$ cat src/logic/soc_map_pkg.sv
package soc_map_pkg;

    // on-chip RAM of 2 KB in 32-bit words
    localparam logic [63:0] RAM_BASE  = 64'h8000_0000;
    localparam int          RAM_WORDS = 512;
    localparam int          RAM_AW    = 9;

    // machine timer
    localparam logic [63:0] MTIMECMP_ADDR  = 64'h0200_4000;
    localparam logic [63:0] MTIME_ADDR     = 64'h0200_BFF8;
    localparam logic [63:0] MTIMECMP_RESET = 64'h8000_0000;

    // PLIC priority of source id sits at base + 4 * id
    localparam logic [63:0] PLIC_BASE    = 64'h0C00_0000;
    localparam int          PLIC_SOURCES = 6;
    localparam logic [63:0] PLIC_PENDING = 64'h0C00_1000;
    // context 1 enable word is 0x80 above context 0
    localparam logic [63:0] PLIC_ENABLE  = 64'h0C00_2000;

    localparam logic [63:0] PLIC_THRESHOLD  = 64'h0C20_0000;
    localparam logic [63:0] PLIC_CLAIM      = 64'h0C20_0004;
    // threshold and claim of context 1
    localparam logic [63:0] PLIC_CTX_STRIDE = 64'h1000;

    // only source wired to the PLIC
    localparam int EXT_IRQ_ID = 1;

    typedef enum logic [2:0] {
        REGION_NONE,
        REGION_RAM,
        REGION_MTIME,
        REGION_MTIMECMP,
        REGION_PLIC
    } region_t;

endpackage
$ cat src/logic/bus_pkg.sv
package bus_pkg;

    // encoding taken from the funct3 field of loads and stores
    typedef enum logic [2:0] {
        LS_B  = 3'd0,
        LS_H  = 3'd1,
        LS_W  = 3'd2,
        LS_D  = 3'd3,
        LS_BU = 3'd4,
        LS_HU = 3'd5,
        LS_WU = 3'd6
    } ls_type_t;

    typedef enum logic [2:0] {
        ST_IDLE,
        ST_DECODE,
        ST_RAM_LO,
        ST_RAM_HI,
        ST_DONE
    } access_state_t;

    // request as driven by the CPU core
    typedef struct packed {
        logic [63:0] address;
        logic [63:0] write_data;
        ls_type_t    ls_type;
        logic        read_en;
        logic        write_en;
    } bus_req_t;

    // registered command seen by every slave
    typedef struct packed {
        soc_map_pkg::region_t region;
        logic [31:0]          offset;
        logic                 word_half;
        logic                 rd;
        logic                 wr;
    } slave_cmd_t;

endpackage

$ cat src/logic/machine_timer.sv
`timescale 1ns/1ps

module machine_timer (
    input  logic                clock_slow,
    input  logic                KEY0,
    input  bus_pkg::slave_cmd_t cmd,
    input  logic [63:0]         wdata,
    output logic [63:0]         timer_rdata,
    output logic                mtip
);

    logic [63:0] mtime;
    logic [63:0] mtimecmp;

    always_ff @(posedge clock_slow or negedge KEY0) begin
        if (!KEY0) begin
            mtime    <= '0;
            mtimecmp <= soc_map_pkg::MTIMECMP_RESET;
        end else begin
            // free running at one tick per clock
            mtime <= mtime + 64'd1;
            if (cmd.wr && cmd.region == soc_map_pkg::REGION_MTIMECMP)
                mtimecmp <= wdata;
        end
    end

    always_comb begin
        case (cmd.region)
            soc_map_pkg::REGION_MTIME:    timer_rdata = mtime;
            soc_map_pkg::REGION_MTIMECMP: timer_rdata = mtimecmp;
            default:                      timer_rdata = '0;
        endcase
    end

    assign mtip = mtime >= mtimecmp;

endmodule

$ cat config.mk
export PLATFORM = sky130hd
export DESIGN_NAME = machine_timer
export DESIGN_NICKNAME = d
export VERILOG_FILES = /design/src/logic/soc_map_pkg.sv /design/src/logic/bus_pkg.sv /design/src/logic/machine_timer.sv
export SDC_FILE = /design/constraint.sdc
export NUM_CORES = 1
export LEC_CHECK = 0
export BUFFER_PORTS_ARGS = -buffer_cell sky130_fd_sc_hd__buf_2
export CAP_MARGIN = 20
export CORE_UTILIZATION = 45
export CTS_CLUSTER_DIAMETER = 100
export DETAILED_ROUTE_END_ITERATION = 10
export PLACE_DENSITY = 0.66
export SYNTH_ARGS = -nofsm -noshare
export SYNTH_HDL_FRONTEND = slang
export SYNTH_SLANG_ARGS = --single-unit
$ cat constraint.sdc
create_clock -name clock_slow -period 3 [get_ports clock_slow]
set_clock_uncertainty 0.05 [all_clocks]
set_input_delay 0.3 -clock clock_slow [delete_from_list [all_inputs] [get_ports clock_slow]]
set_output_delay 0.3 -clock clock_slow [all_outputs]
set_load 0.1 [all_outputs]
Word level (Yosys, flattened, before mapping):

Index checks and enable logic that the tools add are counted.

* multiplexer cells: 1
* add/sub/neg operators: 1
* magnitude comparators: 1
* equality and inequality tests: 2
* reductions and logical operators: 1

Operators by type and width (number)
* $pmux 64 s2: 1
* $add 64x1->64 const B: 1
* $ge 64x64->1: 1
* $eq 3x2->1 const B: 2
* $logic_and 1x1->1: 1

* bits in registers: 128
* output and inout port bits: 65

Logic depth before layout (Yosys ltp):

* word-level depth: 2
* gate-level depth with buffers: 8
* mapped depth without buffers: 8

Least setup slack after synthesis:

Ideal clock, no wire load.

* path kind: reg2out
* start: reg mtime[14]
* end: out mtip
* stages on the path, launching flop included: 8
* required time: 2.650 ns
* data arrival time: 3.681 ns
* slack: -1.031 ns
* buffers on the path: 0
* path through: dfrtp_1 ha_1 nand4_1 nor4_1 a21boi_0 o31a_1 nor4_1 o21ai_0

* cells in the longest elaborated chain, start to end: 1

RTL lines
* from (decl): RTL line machine_timer.sv:12 `logic [63:0] mtime;`
* from (signal assigned): RTL line machine_timer.sv:21 `mtime <= mtime + 64'd1;`
* $ge 64x64->1: RTL line machine_timer.sv:35 `assign mtip = mtime >= mtimecmp;`
* to (decl): RTL line machine_timer.sv:9 `output logic mtip`

Every way passes these cells.

Worst setup path after layout:

* start: reg mtimecmp[13]
* end: out mtip

* cells in the longest elaborated chain, start to end: 1

RTL lines
* from (decl): RTL line machine_timer.sv:13 `logic [63:0] mtimecmp;`
* from (signal assigned): RTL line machine_timer.sv:18 `mtimecmp <= soc_map_pkg::MTIMECMP_RESET;`
* from (signal assigned): RTL line machine_timer.sv:23 `mtimecmp <= wdata;`
* $ge 64x64->1: RTL line machine_timer.sv:35

Every way passes these cells.

==> impl_summary.md <==
Power
The proportion of power drawn by flip-flops and latches is 39.1%. For this design the static power due to leakage is 0.00488 uW. Combinational logic is responsible for 20.5% of the overall power. Of the total power, the share spent switching nets is 29.3%. The total power density per cell area is 560 nW/um^2. IR analysis of the VDD net gives a maximum drop of 417 uV.

The internal power summed over all cells is 3740 uW. Overall power consumption after layout is estimated at 5290 uW. The clock share of power is 40.4%. The analysis attributes to net switching a power of 1550 uW.

Clock tree
The number of H-tree levels is 4. The clock root buffer is clkbuf_16. No sink is reached through more buffers than the 2 on the longest clock path. TritonCTS built the clock tree.

In this run, CTS created clock tree buffers numbering 17. The clock sink count is 128. At the later pin of the worst-skew pair, clock insertion delay measures 0.42 ns. The clock transition at the registers of the reported paths is 0.06 ns.

Place
Before CTS, the worst setup slack after placement is 0.0943 ns. The wire-length estimate of the detail-placed layout is 13.1 mm. Routability-driven placement finished with a final weighted congestion of 0.831.

Once placement finished, the instance area stood at 8540 um^2. The number of port buffers is 134.

Drt
The first-pass iteration count of the detailed router is 4. In this run, the number of DRC markers left after iteration 0 of detailed routing was 285. The final route contains 5906 vias.

After detailed routing, the number of vias per cell comes to 5.41. In this run the remaining antenna-violating nets after routing total 0. The post-detailed-route wirelength per cell is 17.0 um. The remaining routing DRC violations is 0. Summed over all layers, the routed wires come to 18.5 mm.

Final layout
The growth of design area from synthesis to finish is 26.5%. The area of all placed cells without fillers is 9450 um^2. The number of filler instances in the final layout is 1375. The number of nets in the finished design is 1031. The fraction of final layout cells with drive strength greater than 1 is 34.9%. The number of antenna repair diodes is 0.

Status
The flow ran to the end, and the final reports show no timing, DRC or antenna violations.

Global route
The global-route wire length before repair is 29.7 mm. The via count of the first global-routing pass came to 6034. The number of antenna violations at the first check in global routing is 0. Entering global routing, the biggest net connects 65 pins. The total global routing overflow is 0.

Global routing used 22.9% of the available tracks across all layers.

Synth
During synthesis, Yosys emitted a total of 0 warnings. The synthesized netlist occupies a cell area of 7470 um^2. The share of the Yosys chip area taken by registers is 42.9%. When the netlist entered floorplanning its net count stood at 864. The number of distinct library cell variants in the gate-level netlist after synthesis is 47. The post-synthesis cell count is 695.

The number of enable flip-flop cells after synthesis is 0. Synthesis inferred 128 register bits. The commonest cells after synthesis are dfrtp_1 (127), inv_1 (75), ha_1 (65), mux2_2 (64), a22o_1 (63). For this run, asynchronously set or reset flops after synthesis account for 100%. The most used flip-flop cell after synthesis is dfrtp_1. Yosys attributes the largest share of cell area to dfrtp_1 (43%), ha_1 (11%), mux2_2 (9.7%). The mean instance size in the synthesized netlist is 10.7 um^2.

The biggest area contributor in the post-synthesis netlist is dfrtp_1. The top cell type's share of synthesized area is 42.6%. The library cell with the highest instance count after synthesis is dfrtp_1.

Worst setup path
The critical path in this run is classified as reg -> out. The critical path goes through inv_1 > ha_4 > nand4_1 > buf_4 > nor4_2 > a21boi_1 > o31a_1 > nor4_4 > o21ai_2 > buf_12. STA puts the critical path data required time at 2.65 ns. Among all stages on the critical path, the largest delay is contributed by dfrtp_1. Counting cells, the worst reg-to-reg path comes to 8. The endpoint kind of the worst setup timing path is a primary output. The number of gates on the worst path with buffers counted is 10. The startpoint class of the critical path is a flop. The worst-path maximum fanout is 3.

On the worst path, the slowest cell contributes a delay of 0.38 ns. The dominant delay contributor by cell family on the critical path is compound AO/OA/AOI/OAI gates. Data on the critical path arrives at its endpoint at 2.60 ns.

Counting both buffers and inverters, the worst setup path holds a total of 3.

Timing
In the post-route analysis, the smallest setup slack over all paths is 0.0502 ns. The final worst-path cycle share is 98.3%. The final critical-path required period is 2.95 ns. Setup repair after global routing could not meet its margin everywhere. The final sum of negative setup slack is 0 ns. The hold violation count in the final report is 0. The slew at the pin closest to its max-slew limit is 0.726 ns.

Setup violations remaining at the end of the flow were counted as 0. Measured against its own limit, the worst slew margin works out to 51.1%. The top achievable clock speed is 339 MHz. The final number of max-transition violations was 0.

Floorplanning
The core region is 16100 um^2. The number of standard-cell rows in the floorplan is 46. The number of top-level pins is 169. Once the floorplan was initialized, standard cells occupied 46.5% of the core. The die covers 17100 um^2. The overall die width is 131 um. Measured along the y axis, the die boundary spans 131 um.

Worst hold path
The cell depth of the worst min-delay path is 2. The worst min-delay path category is in -> reg.

Flow run
The max-capacitance violation count is 0.
[state kept, by name (all words and copies together) (netlist names)]
register  flops
mtimecmp     64
mtime        64
[placed cells by master, fill, tap and decap left out, types with 2 or more instances in the layout]
| cell | n |
|---|---|
| or4_4 | 2 |
| o21ai_0 | 4 |
| o21ai_2 | 2 |
| nor2_1 | 21 |
| a22o_1 | 63 |
| clkbuf_1 | 4 |
| inv_2 | 2 |
| and2_1 | 2 |
| clkbuf_16 | 17 |
| xnor2_1 | 41 |
| nor4_1 | 8 |
| clkinv_2 | 3 |
| buf_2 | 132 |
| buf_12 | 6 |
| clkbuf_8 | 5 |
| and3_2 | 2 |
| and4_1 | 4 |
| ha_4 | 8 |
| a21oi_1 | 23 |
| bufinv_16 | 3 |
| or2_2 | 2 |
| o211ai_1 | 2 |
| nand3_1 | 27 |
| nor4_4 | 3 |
| nand2_1 | 37 |
| inv_1 | 73 |
| dfrtp_2 | 3 |
| and3_1 | 3 |
| xor2_1 | 21 |
| and2_2 | 2 |
| and4_2 | 3 |
| nor4_2 | 2 |
| buf_4 | 32 |
| a21o_1 | 12 |
| mux2_2 | 64 |
| dfrtp_1 | 124 |
| nand4_1 | 28 |
| ha_1 | 57 |
| a21oi_2 | 2 |
| nor3_1 | 6 |
[per-stage QoR]
step	hold slack [ns]	utilization [%]	instances
6_report	0.0596	58.8	1091
5_1_grt	0.0449	58.8	1091
4_1_cts	0.0411	57.3	1073
3_5_place_dp	0.338	53.2	1040
3_3_place_gp	0.326	53.2	1040
2_1_floorplan	-0.0456	-	695
[worst reg2reg max path, stage by stage (launching register included)]
cell	delay [ns]
dfrtp_2	0.40
buf_4	0.13
buf_4	0.10
nand2_1	0.13
or4_4	0.59
nor4_4	0.48
nand2_1	0.14
nor2_1	0.15
xor2_1	0.16
[final timing paths]
| path | startpoint | endpoint | slack, ns |
|---|---|---|---|
| worst max register to register | mtime[8]$_DFF_PN0_ | mtime[52]$_DFF_PN0_ | 0.60 |
| worst max-delay path | mtimecmp[13]$_DFFE_PN0P_ | mtip | 0.05 |
| max in group asynchronous | KEY0 | mtimecmp[31]$_DFFE_PN1P_ | 1.67 |
| worst min-delay path | wdata[58] | mtimecmp[58]$_DFFE_PN0P_ | 0.06 |
| min in group asynchronous | KEY0 | mtimecmp[41]$_DFFE_PN0P_ | 0.41 |
| worst min register to register | mtime[63]$_DFF_PN0_ | mtime[63]$_DFF_PN0_ | 0.46 |
[power groups by stage]
stage,Combinational [uW],Sequential [uW],Clock [uW]
detailed placement,1010,2100,0
global placement,980,2090,0
CTS,1030,2070,2180
global route,1190,2090,2270
finish,1080,2070,2140
floorplan,771,2050,0
[per-layer routing]
| layer | part of all wire, % | vias to the layer above | global-route usage, % |
|---|---|---|---|
| met5 | 0 | - | 0 |
| met4 | 1.4 | 0 | 7.98 |
| met3 | 4.3 | 18 | 5.05 |
| met2 | 53 | 144 | 42.1 |
| met1 | 41 | 2903 | 26.1 |
| li1 | - | 2841 | - |
[layout make-up]
class | count | area, um^2 | area share [%]
clock buffers | 26 | 509 | 5.39
clock inverters | 6 | 105 | 1.11
inverters | 75 | 282 | 2.98
multi-input cells | 469 | 4040 | 42.8
flip-flops and latches | 128 | 3210 | 34.0
well taps | 216 | 270 | 2.86
repair buffers | 171 | 1030 | 10.9
[kinds of logic after synthesis]
logic type                 Yosys count  share of synthesized area, %
AOI/OAI and AO/OA                  117                          11.8
xor gates and xnor gates            62                          7.27
adders and majority gates           65                          10.9
buffers and inverters               98                          5.04
DFF                                128                          42.9
muxes                               64                          9.65
and+or+nand+nor                    161                          12.4
[timing repair]
item | in CTS | in global routing
hold buffers | 1 | 0
setup buffers | 0 | 18
hold endpoints to repair | 48 | 0
resized for setup | 8 | 16
pin swaps | 5 | 14
setup endpoints to repair | 1 | 1
(Power assumes the default switching activity.)
