## src/logic/soc_map_pkg.sv

```systemverilog
package soc_map_pkg;

    // on-chip RAM of 2 KB in 32-bit words
    localparam logic [63:0] RAM_BASE  = 64'h8000_0000;
    localparam int          RAM_WORDS = 512;
    localparam int          RAM_AW    = 9;

    // machine timer
    localparam logic [63:0] MTIMECMP_ADDR  = 64'h0200_4000;
    localparam logic [63:0] MTIME_ADDR     = 64'h0200_BFF8;
    localparam logic [63:0] MTIMECMP_RESET = 64'h8000_0000;

    // PLIC priority of source id sits at base + 4 * id
    localparam logic [63:0] PLIC_BASE    = 64'h0C00_0000;
    localparam int          PLIC_SOURCES = 6;
    localparam logic [63:0] PLIC_PENDING = 64'h0C00_1000;
    // context 1 enable word is 0x80 above context 0
    localparam logic [63:0] PLIC_ENABLE  = 64'h0C00_2000;

    localparam logic [63:0] PLIC_THRESHOLD  = 64'h0C20_0000;
    localparam logic [63:0] PLIC_CLAIM      = 64'h0C20_0004;
    // threshold and claim of context 1
    localparam logic [63:0] PLIC_CTX_STRIDE = 64'h1000;

    // only source wired to the PLIC
    localparam int EXT_IRQ_ID = 1;

    typedef enum logic [2:0] {
        REGION_NONE,
        REGION_RAM,
        REGION_MTIME,
        REGION_MTIMECMP,
        REGION_PLIC
    } region_t;

endpackage
```

## src/logic/bus_pkg.sv

```systemverilog
package bus_pkg;

    // encoding taken from the funct3 field of loads and stores
    typedef enum logic [2:0] {
        LS_B  = 3'd0,
        LS_H  = 3'd1,
        LS_W  = 3'd2,
        LS_D  = 3'd3,
        LS_BU = 3'd4,
        LS_HU = 3'd5,
        LS_WU = 3'd6
    } ls_type_t;

    typedef enum logic [2:0] {
        ST_IDLE,
        ST_DECODE,
        ST_RAM_LO,
        ST_RAM_HI,
        ST_DONE
    } access_state_t;

    // request as driven by the CPU core
    typedef struct packed {
        logic [63:0] address;
        logic [63:0] write_data;
        ls_type_t    ls_type;
        logic        read_en;
        logic        write_en;
    } bus_req_t;

    // registered command seen by every slave
    typedef struct packed {
        soc_map_pkg::region_t region;
        logic [31:0]          offset;
        logic                 word_half;
        logic                 rd;
        logic                 wr;
    } slave_cmd_t;

endpackage

```

## src/logic/bus_access_fsm.sv

```systemverilog
`timescale 1ns/1ps

module bus_access_fsm (
    input  logic                clock_slow,
    input  logic                KEY0,
    input  bus_pkg::bus_req_t   bus_req,
    output bus_pkg::slave_cmd_t cmd,
    input  logic [63:0]         ram_rdata,
    input  logic [63:0]         timer_rdata,
    input  logic [63:0]         plic_rdata,
    output logic [63:0]         bus_read_data,
    output logic                bus_read_done,
    output logic                bus_write_done
);

    bus_pkg::access_state_t state;
    bus_pkg::ls_type_t      req_type;
    logic                   req_write;
    soc_map_pkg::region_t   req_region;
    logic [31:0]            req_offset;
    logic                   start;
    logic                   ram_sel;

    function automatic soc_map_pkg::region_t decode(input logic [63:0] addr);
        if (addr >= soc_map_pkg::RAM_BASE &&
            addr < soc_map_pkg::RAM_BASE + 64'(soc_map_pkg::RAM_WORDS * 4))
            return soc_map_pkg::REGION_RAM;
        if (addr == soc_map_pkg::MTIME_ADDR)
            return soc_map_pkg::REGION_MTIME;
        if (addr == soc_map_pkg::MTIMECMP_ADDR)
            return soc_map_pkg::REGION_MTIMECMP;
        // up to and including the claim word of context 1
        if (addr >= soc_map_pkg::PLIC_BASE &&
            addr <= soc_map_pkg::PLIC_CLAIM + soc_map_pkg::PLIC_CTX_STRIDE)
            return soc_map_pkg::REGION_PLIC;
        return soc_map_pkg::REGION_NONE;
    endfunction

    always_comb begin
        req_region = decode(bus_req.address);
        case (req_region)
            soc_map_pkg::REGION_RAM:
                req_offset = bus_req.address[31:0] - soc_map_pkg::RAM_BASE[31:0];
            soc_map_pkg::REGION_PLIC:
                req_offset = bus_req.address[31:0] - soc_map_pkg::PLIC_BASE[31:0];
            default:
                req_offset = '0;
        endcase
    end

    // busy strobes are dropped
    assign start   = (state == bus_pkg::ST_IDLE) && (bus_req.read_en || bus_req.write_en);
    assign ram_sel = cmd.region == soc_map_pkg::REGION_RAM;

    always_ff @(posedge clock_slow or negedge KEY0) begin
        if (!KEY0) begin
            state          <= bus_pkg::ST_IDLE;
            cmd            <= '0;
            req_type       <= bus_pkg::LS_B;
            req_write      <= 1'b0;
            bus_read_done  <= 1'b1;
            bus_write_done <= 1'b1;
        end else begin
            // rd and wr are single-cycle pulses
            cmd.rd <= 1'b0;
            cmd.wr <= 1'b0;
            case (state)
                bus_pkg::ST_IDLE: begin
                    if (start) begin
                        req_type       <= bus_req.ls_type;
                        req_write      <= bus_req.write_en;
                        cmd.region     <= req_region;
                        cmd.offset     <= req_offset;
                        cmd.word_half  <= 1'b0;
                        cmd.rd         <= !bus_req.write_en;
                        cmd.wr         <= bus_req.write_en;
                        bus_read_done  <= bus_req.write_en;
                        bus_write_done <= !bus_req.write_en;
                        state          <= bus_pkg::ST_DECODE;
                    end
                end
                bus_pkg::ST_DECODE: begin
                    if (ram_sel && !req_write) begin
                        state <= bus_pkg::ST_RAM_LO;
                    end else if (ram_sel && req_type == bus_pkg::LS_D) begin
                        // sd sends the upper word next
                        cmd.wr        <= 1'b1;
                        cmd.word_half <= 1'b1;
                        state         <= bus_pkg::ST_RAM_HI;
                    end else begin
                        state <= bus_pkg::ST_DONE;
                    end
                end
                bus_pkg::ST_RAM_LO: begin
                    if (req_type == bus_pkg::LS_D) begin
                        cmd.rd        <= 1'b1;
                        cmd.word_half <= 1'b1;
                        state         <= bus_pkg::ST_RAM_HI;
                    end else begin
                        state <= bus_pkg::ST_DONE;
                    end
                end
                bus_pkg::ST_RAM_HI: state <= bus_pkg::ST_DONE;
                default: begin
                    bus_read_done  <= 1'b1;
                    bus_write_done <= 1'b1;
                    state          <= bus_pkg::ST_IDLE;
                end
            endcase
        end
    end

    // load result held while bus_read_done is high
    always_ff @(posedge clock_slow) begin
        if (!req_write) begin
            case (state)
                bus_pkg::ST_DECODE: begin
                    case (cmd.region)
                        soc_map_pkg::REGION_MTIME,
                        soc_map_pkg::REGION_MTIMECMP: bus_read_data <= timer_rdata;
                        soc_map_pkg::REGION_PLIC:     bus_read_data <= plic_rdata;
                        // unmapped reads complete with zero
                        soc_map_pkg::REGION_NONE:     bus_read_data <= '0;
                        default:                      bus_read_data <= bus_read_data;
                    endcase
                end
                // whole result, or low word of ld
                bus_pkg::ST_RAM_LO: bus_read_data <= ram_rdata;
                bus_pkg::ST_DONE: begin
                    if (ram_sel && req_type == bus_pkg::LS_D)
                        bus_read_data[63:32] <= ram_rdata[31:0];
                end
                default: bus_read_data <= bus_read_data;
            endcase
        end
    end

    // a done flag only falls on the edge after its strobe
    assert property (@(posedge clock_slow) disable iff (!KEY0)
        $fell(bus_read_done) |-> $past(bus_req.read_en));
    assert property (@(posedge clock_slow) disable iff (!KEY0)
        $fell(bus_write_done) |-> $past(bus_req.write_en));

    assert property (@(posedge clock_slow) disable iff (!KEY0)
        (ram_sel && (cmd.rd || cmd.wr)) |->
            (state == bus_pkg::ST_DECODE || state == bus_pkg::ST_RAM_HI));

endmodule

```

## config.mk

```make
export PLATFORM = sky130hd
export DESIGN_NAME = bus_access_fsm
export DESIGN_NICKNAME = d
export VERILOG_FILES = /design/src/logic/soc_map_pkg.sv /design/src/logic/bus_pkg.sv /design/src/logic/bus_access_fsm.sv
export SDC_FILE = /design/constraint.sdc
export NUM_CORES = 1
export LEC_CHECK = 0
export BUFFER_PORTS_ARGS = -buffer_cell sky130_fd_sc_hd__buf_2
export CORE_AREA = 2 2 169 171
export DETAILED_ROUTE_END_ITERATION = 8
export DIE_AREA = 0 0 171 173
export PLACE_DENSITY = 0.48
export SETUP_SLACK_MARGIN = 0.2
export SYNTH_ARGS = -nofsm -noshare
export SYNTH_HDL_FRONTEND = slang
export SYNTH_SLANG_ARGS = --single-unit
export TNS_END_PERCENT = 50
```

## constraint.sdc

```tcl
create_clock -name clock_slow -period 4.9 [get_ports clock_slow]
set_clock_uncertainty 0.2 [all_clocks]
set_input_delay 0 -clock clock_slow [delete_from_list [all_inputs] [get_ports clock_slow]]
set_output_delay 0 -clock clock_slow [all_outputs]
set_load 0.01 [all_outputs]
```

-- Word level (Yosys, flattened, before mapping)
Index checks and enable logic that the tools add are counted.
- register bits after elaboration: 111
- bits in latches: 0
- bits in writable memories: 0
- memory bits (read-only): 0
- input port bits: 327
- memories: 0
- add/subtract/negate cells: 2
- multipliers: 0
- divide/modulo/power cells: 0
- magnitude comparators: 4
- equal/unequal tests: 19
- shifts and indexed selects: 0
- multiplexer cells: 41
- bitwise logic cells: 2
- reductions and logical operators: 20
- operators by type and width (cell ; number):
    64-bit one-hot mux with 3 select lines ; 1
    64-bit by 26-bit == test with 1-bit output, second input constant ; 2
    32-bit one-hot mux with 2 select lines ; 2
    32-bit one-hot mux with 3 select lines ; 1
    64-bit by 28-bit greater-or-equal comparator with 1-bit output, second input constant ; 1
    64-bit by 32-bit greater-or-equal comparator with 1-bit output, second input constant ; 1
    64-bit by 28-bit <= comparator with 1-bit output, second input constant ; 1
    64-bit by 32-bit < comparator with 1-bit output, second input constant ; 1
    3-bit 2-to-1 mux ; 13
    32-bit 2-to-1 mux ; 1
    32-bit by 28-bit subtractor with 32-bit output, second input constant ; 1
    32-bit subtractor, second input constant ; 1
    1-bit 2-to-1 mux ; 16
    3-bit by 2-bit == test with 1-bit output, second input constant ; 5
    3-bit one-hot mux with 4 select lines ; 1
    2-bit inequality test, second input constant ; 5
    3-bit by 1-bit == test with 1-bit output, second input constant ; 3
    3-bit == test, second input constant ; 3
    1-bit one-hot mux with 2 select lines ; 4
    3-bit logical NOT ; 2
    3-bit nonzero test ; 2
    1-bit logical AND ; 5
    5-bit AND reduction ; 1
    4-bit by 1-bit inequality test with 1-bit output, second input constant ; 1
    11 further kinds ; 14

-- Logic depth before layout (Yosys ltp)
- depth in word-level cells: 15
- mapped depth: 9

-- Least setup slack after synthesis
OpenSTA, ideal clock, no wires.
- path type: flip-flop to flip-flop
- from: register cmd[37] (netlist bit)
- to: register bus_read_data[0] (enable)
- data arrival time: 3.158 ns
- data required time: 4.239 ns
- path slack: 1.081 ns
- cell stages (with the launch flop): 7
- path buffers: 1
- cells stage by stage: dfrtp_1 -> clkbuf_1 -> mux2i_1 -> nand2_1 -> nor2_1 -> a21oi_1 -> nor3_1
- longest elaborated chain between the ends: 4
- elaborated cells on any way between the ends: 7
- those cells by class: 4 x eq/ne; 3 x reduce/logical
- ends and longest elaborated chain (item ; line ; text):
    start, declared ; bus_access_fsm.sv:7 ; output bus_pkg::slave_cmd_t cmd,
    3-bit by 2-bit == test with 1-bit output ; bus_access_fsm.sv:118 ; case (cmd.region)
    2-bit OR reduction ; bus_access_fsm.sv:118 ;
    4-bit by 1-bit inequality test with 1-bit output (no source line) (*) ; -- ;
    3-bit AND reduction (no source line) (*) ; -- ;
    end signal, assigned ; bus_access_fsm.sv:120 ; soc_map_pkg::REGION_MTIMECMP: bus_read_data <= timer_rdata;
    end signal, assigned ; bus_access_fsm.sv:121 ; soc_map_pkg::REGION_PLIC: bus_read_data <= plic_rdata;
    end signal, assigned ; bus_access_fsm.sv:124 ; default: bus_read_data <= bus_read_data;
    end, declared ; bus_access_fsm.sv:11 ; output logic [63:0] bus_read_data,
Mark *: on every way between the ends. The rest lies on a longest branch, timed or not.
A chain may end at the register's enable or synchronous reset.

-- Worst setup path in the final report
- from: input bus_req[119] (netlist bit)
- to: register cmd[35] (netlist bit)
- longest elaborated chain between the ends: 10
- elaborated cells on any way between the ends: 25
- those cells by class: 4 x order compare; 2 x eq/ne; 17 x mux; 2 x reduce/logical
- ends and longest elaborated chain (item ; line ; text):
    start, declared ; bus_access_fsm.sv:6 ; input bus_pkg::bus_req_t bus_req,
    64-bit by 28-bit greater-or-equal comparator with 1-bit output / 64-bit by 28-bit <= comparator with 1-bit output (equally long branches) ; bus_access_fsm.sv:33, bus_access_fsm.sv:34 ;
    1-bit logical AND ; bus_access_fsm.sv:33 ; if (addr >= soc_map_pkg::PLIC_BASE &&
    1-bit 2-to-1 mux (2 in a row) ; bus_access_fsm.sv:33 ;
    1-bit 2-to-1 mux ; bus_access_fsm.sv:30 ; if (addr == soc_map_pkg::MTIMECMP_ADDR)
    1-bit 2-to-1 mux ; bus_access_fsm.sv:28 ; if (addr == soc_map_pkg::MTIME_ADDR)
    3-bit 2-to-1 mux ; bus_access_fsm.sv:36 ; return soc_map_pkg::REGION_NONE;
    3-bit 2-to-1 mux ; bus_access_fsm.sv:33 ;
    3-bit 2-to-1 mux ; bus_access_fsm.sv:30 ;
    3-bit 2-to-1 mux (*) ; bus_access_fsm.sv:28 ;
Mark *: on every way between the ends. The rest lies on a longest branch, timed or not. The select of a mux whose other input is x is not followed.

==> out/qor.txt <==
Outcome = complete, no violations
Max Freq = 272 MHz
Avg WL per Cell = 17.1 µm
CP peak stage delay = 0.62 ns
Power share of the clock group = 26.3%
Primary FF master, synth = edfxtp_1
R2R Setup Slk = 1.36 ns
Site Rows = 61
Sequential power share = 42.4%
Reg-to-reg critical path startpoint = cmd[35]$_DFFE_PN0P_
Yosys Warn Count = 0
Initial Util = 21.2%
Initial antenna violation count = 10
Final min period = 3.68 ns
Post-layout net count = 1434
Tot GR Track Use = 16.4%
Leak pwr = 4.68 nW
Number of global-route vias before repair = 6703
Uppermost layer routed = met5
Worst setup EP type = flop
Cell mode on critical path = dlygate4sd3_1
Largest net degree at the start of global routing = 97
Count of pins over their slew limit = 0
Worst rel slew slack = 23.3%
Ratio of cells with drive above 1 in the final layout = 37.5%
Setup bufs post-CTS = 0
Crit path max-delay cell type = dlygate4sd3_1
Vias per cell = 4.62
Buffers plus inverters on the worst setup path = 6
CP Class = input port to flop
Syn nets = 928
Initial DRC Count = 394
Hold Crit Depth = 4
Final hold vios = 0
Yosys reg bits = 111
Worst setup margin = 1.22 ns
Sw Share = 33.6%
Max Cap Violations = 0
Worst r2r path cells = 7
Crit path cell chain = dlygate4sd3_1, buf_2, nor4_1, dlygate4sd3_1, nand4_1, dlygate4sd3_1, nor2_1, dlygate4sd3_1, o21ai_0, dlygate4sd3_1, o21ai_0
Worst r2r dst = bus_read_data[0]$_DFFE_PP_
Fin Setup TNS = 0 ns
Syn avg cell area = 9.76 µm²
CP Data Arrival Time = 3.75 ns
Final WL = 25.6 mm
Total gr overflow = 0
Pre-CTS WS = 1.67 ns
Die width = 171 µm
Sequential-to-total area share from yosys stat = 53.0%
Final Cycle Share = 75.0%
Commonest non-fill, non-tap cell in the layout = buf_2
CTS Sinks = 111
Die Ht = 173 µm
Most frequent cells in the layout = 366 x buf_2, 170 x dlygate4sd3_1, 97 x nand2_1, 70 x a21oi_1, 64 x edfxtp_1
Clk buf depth = 2
PostCTS Resize Cnt = 0
Port Buf Inserts = 366
H-tree depth = 3
Net load switching power = 0.00101 W
PwrDens = 300 nW/µm²
First-pass iteration count of the detailed router = 4
Root Buffer Master = clkbuf_16
Core area = 27600 µm²
DRC = 0
Worst-Skew Late Latency = 0.36 ns
CTS tree = done
Vias = 6892
HP Class = input port to flop
DRT antenna net count = 0
Design Area, Final = 10100 µm²
Post-synth EDFFs = 64
Met2 WL = 12.6 mm
Hold EP = bus_read_data[47]$_DFFE_PP_
Worst vdd ir = 0.000152 V
WP data required = 4.98 ns
Hold WS = 0.0138 ns
FFs w/ async S/R, synth = 42.3%
Slew @ Worst Pin = 1.15 ns
Cell Area, Placed = 8050 µm²
Post-synthesis cell area = 5850 µm²
Die area = 29600 µm²
CP top delay family = buffers and inverters
Combinational share of power = 31.3%
# IOs = 431
Final setup fails = 0
Cell variety after synth = 47
CTS Buf Count = 9
GPL Wtd Cong = 0.831
Clock-pin slew on the worst setup and hold paths = 0.08 ns
Wire length on met1 = 10.6 mm
Gate Count Post-Synth = 599
Startpoint types = input port
Met3 routed WL = 1.99 mm
Synth-to-layout area growth = 72.2%
Hold_sp = timer_rdata[47]
First-pass GRT wire length = 37.7 mm
Int Power = 0.00201 W
Hpwl dp = 17.6 mm
Unrepaired setup endpoints after global routing = false
Worst-path fanout max = 4
-- synth_stat cells (all sizes together), types with 2 or more instances --
cell type | n | area [µm²]
nor2b | 3 | 18.8
and2 | 7 | 43.8
nor3 | 9 | 45.0
a21o | 3 | 22.5
clkbuf | 45 | 169
nand3 | 38 | 190
nand4 | 5 | 31.3
and3 | 32 | 200
or2 | 3 | 18.8
nor3b | 2 | 15.0
a22o | 14 | 123
dfrtp | 45 | 1130
buf | 4 | 31.3
dfstp | 2 | 52.6
edfxtp | 64 | 1920
a221o | 44 | 449
nand2 | 97 | 364
nand3b | 4 | 30.0
inv | 4 | 15.0
a21oi | 70 | 350
ha | 2 | 25.0
nor4b | 2 | 17.5
nor4 | 13 | 87.6
or3b | 2 | 17.5
o21ai | 40 | 200
nor2 | 29 | 109
-- logic make-up (layout without fill, tap and decap cells) --
kind of cell,after synthesis,in the layout,synth area share [%]
AOI/OAI and AO/OA,181,181,21.5
muxes,2,2,0.364
buffers and inverters,53,564,3.68
DFF,111,111,53.0
adders and majority gates,2,2,0.428
xor gates and xnor gates,1,1,0.150
and+or+nand+nor,249,249,20.9
other,0,5,0
-- tightest hold or removal path: cells and delay by family --
kind                   cells  cell delay (ns)
AOI/OAI and AO/OA          2             0.33
buffers and inverters      1             0.08
and+or+nand+nor            1             0.05
-- what timing repair did --
item,4_1_cts,5_1_grt
hold buffers,170,0
hold endpoints to repair,147,0
setup endpoints to repair,0,0
-- stage by stage --
stage	util, %	cells	power (W)
floorplan	-	599	0.00169
global placement	29.1	1302	0.00210
detailed placement	29.1	1302	0.00211
CTS	36.4	1488	0.00307
global route	36.4	1491	0.00321
finish	36.5	1493	0.00302
-- registers in the layout, summed over array words and instances, names as in the netlist --
register	count
bus_read_data	64
cmd	38
req_type	3
state	3
bus_read_done	1
bus_write_done	1
req_write	1
-- power by group through the flow --
| stage | clock network (W) | logic [W] | registers, W |
|---|---|---|---|
| 2_1_floorplan | 0 | 0.000348 | 0.00135 |
| 3_3_place_gp | 0 | 0.000803 | 0.00130 |
| 3_5_place_dp | 0 | 0.000805 | 0.00130 |
| 4_1_cts | 0.000826 | 0.000957 | 0.00128 |
| 5_1_grt | 0.000865 | 0.00104 | 0.00131 |
| 6_report | 0.000796 | 0.000947 | 0.00128 |
-- metal layers --
layer / up-vias / track usage [%]
met5: - / 0
met4: 10 / 4.27
met3: 27 / 4.07
met1: 3264 / 19.6
li1: 3277 / -
met2: 314 / 29.2
-- worst max-delay path by stage --
stage | start | endpoint | slack (ns) | cells past startpoint
finish | bus_req[119] | cmd[35]$_DFFE_PN0P_ | 1.22 | 11
global route | bus_req[119] | cmd[35]$_DFFE_PN0P_ | 1.06 | 11
CTS | bus_req[119] | cmd[35]$_DFFE_PN0P_ | 1.29 | 11
detailed placement | cmd[35]$_DFFE_PN0P_ | bus_read_data[51]$_DFFE_PP_ | 1.67 | 6
global placement | cmd[36]$_DFFE_PN0P_ | bus_read_data[33]$_DFFE_PP_ | 1.69 | 6
floorplan | cmd[37]$_DFFE_PN0P_ | bus_read_data[0]$_DFFE_PP_ | 1.08 | 6
-- final cells by class --
class | instances | area, µm²
diodes | 5 | 12.5
clock buffers | 11 | 264
clock inverters | 5 | 43.8
fillers | 2858 | 17600
inverters | 4 | 15.0
multi-input cells | 435 | 2570
flip-flops and latches | 111 | 3100
well taps | 378 | 473
repair buffers | 544 | 3590
No activity file was read; power rests on OpenSTA's default activity.
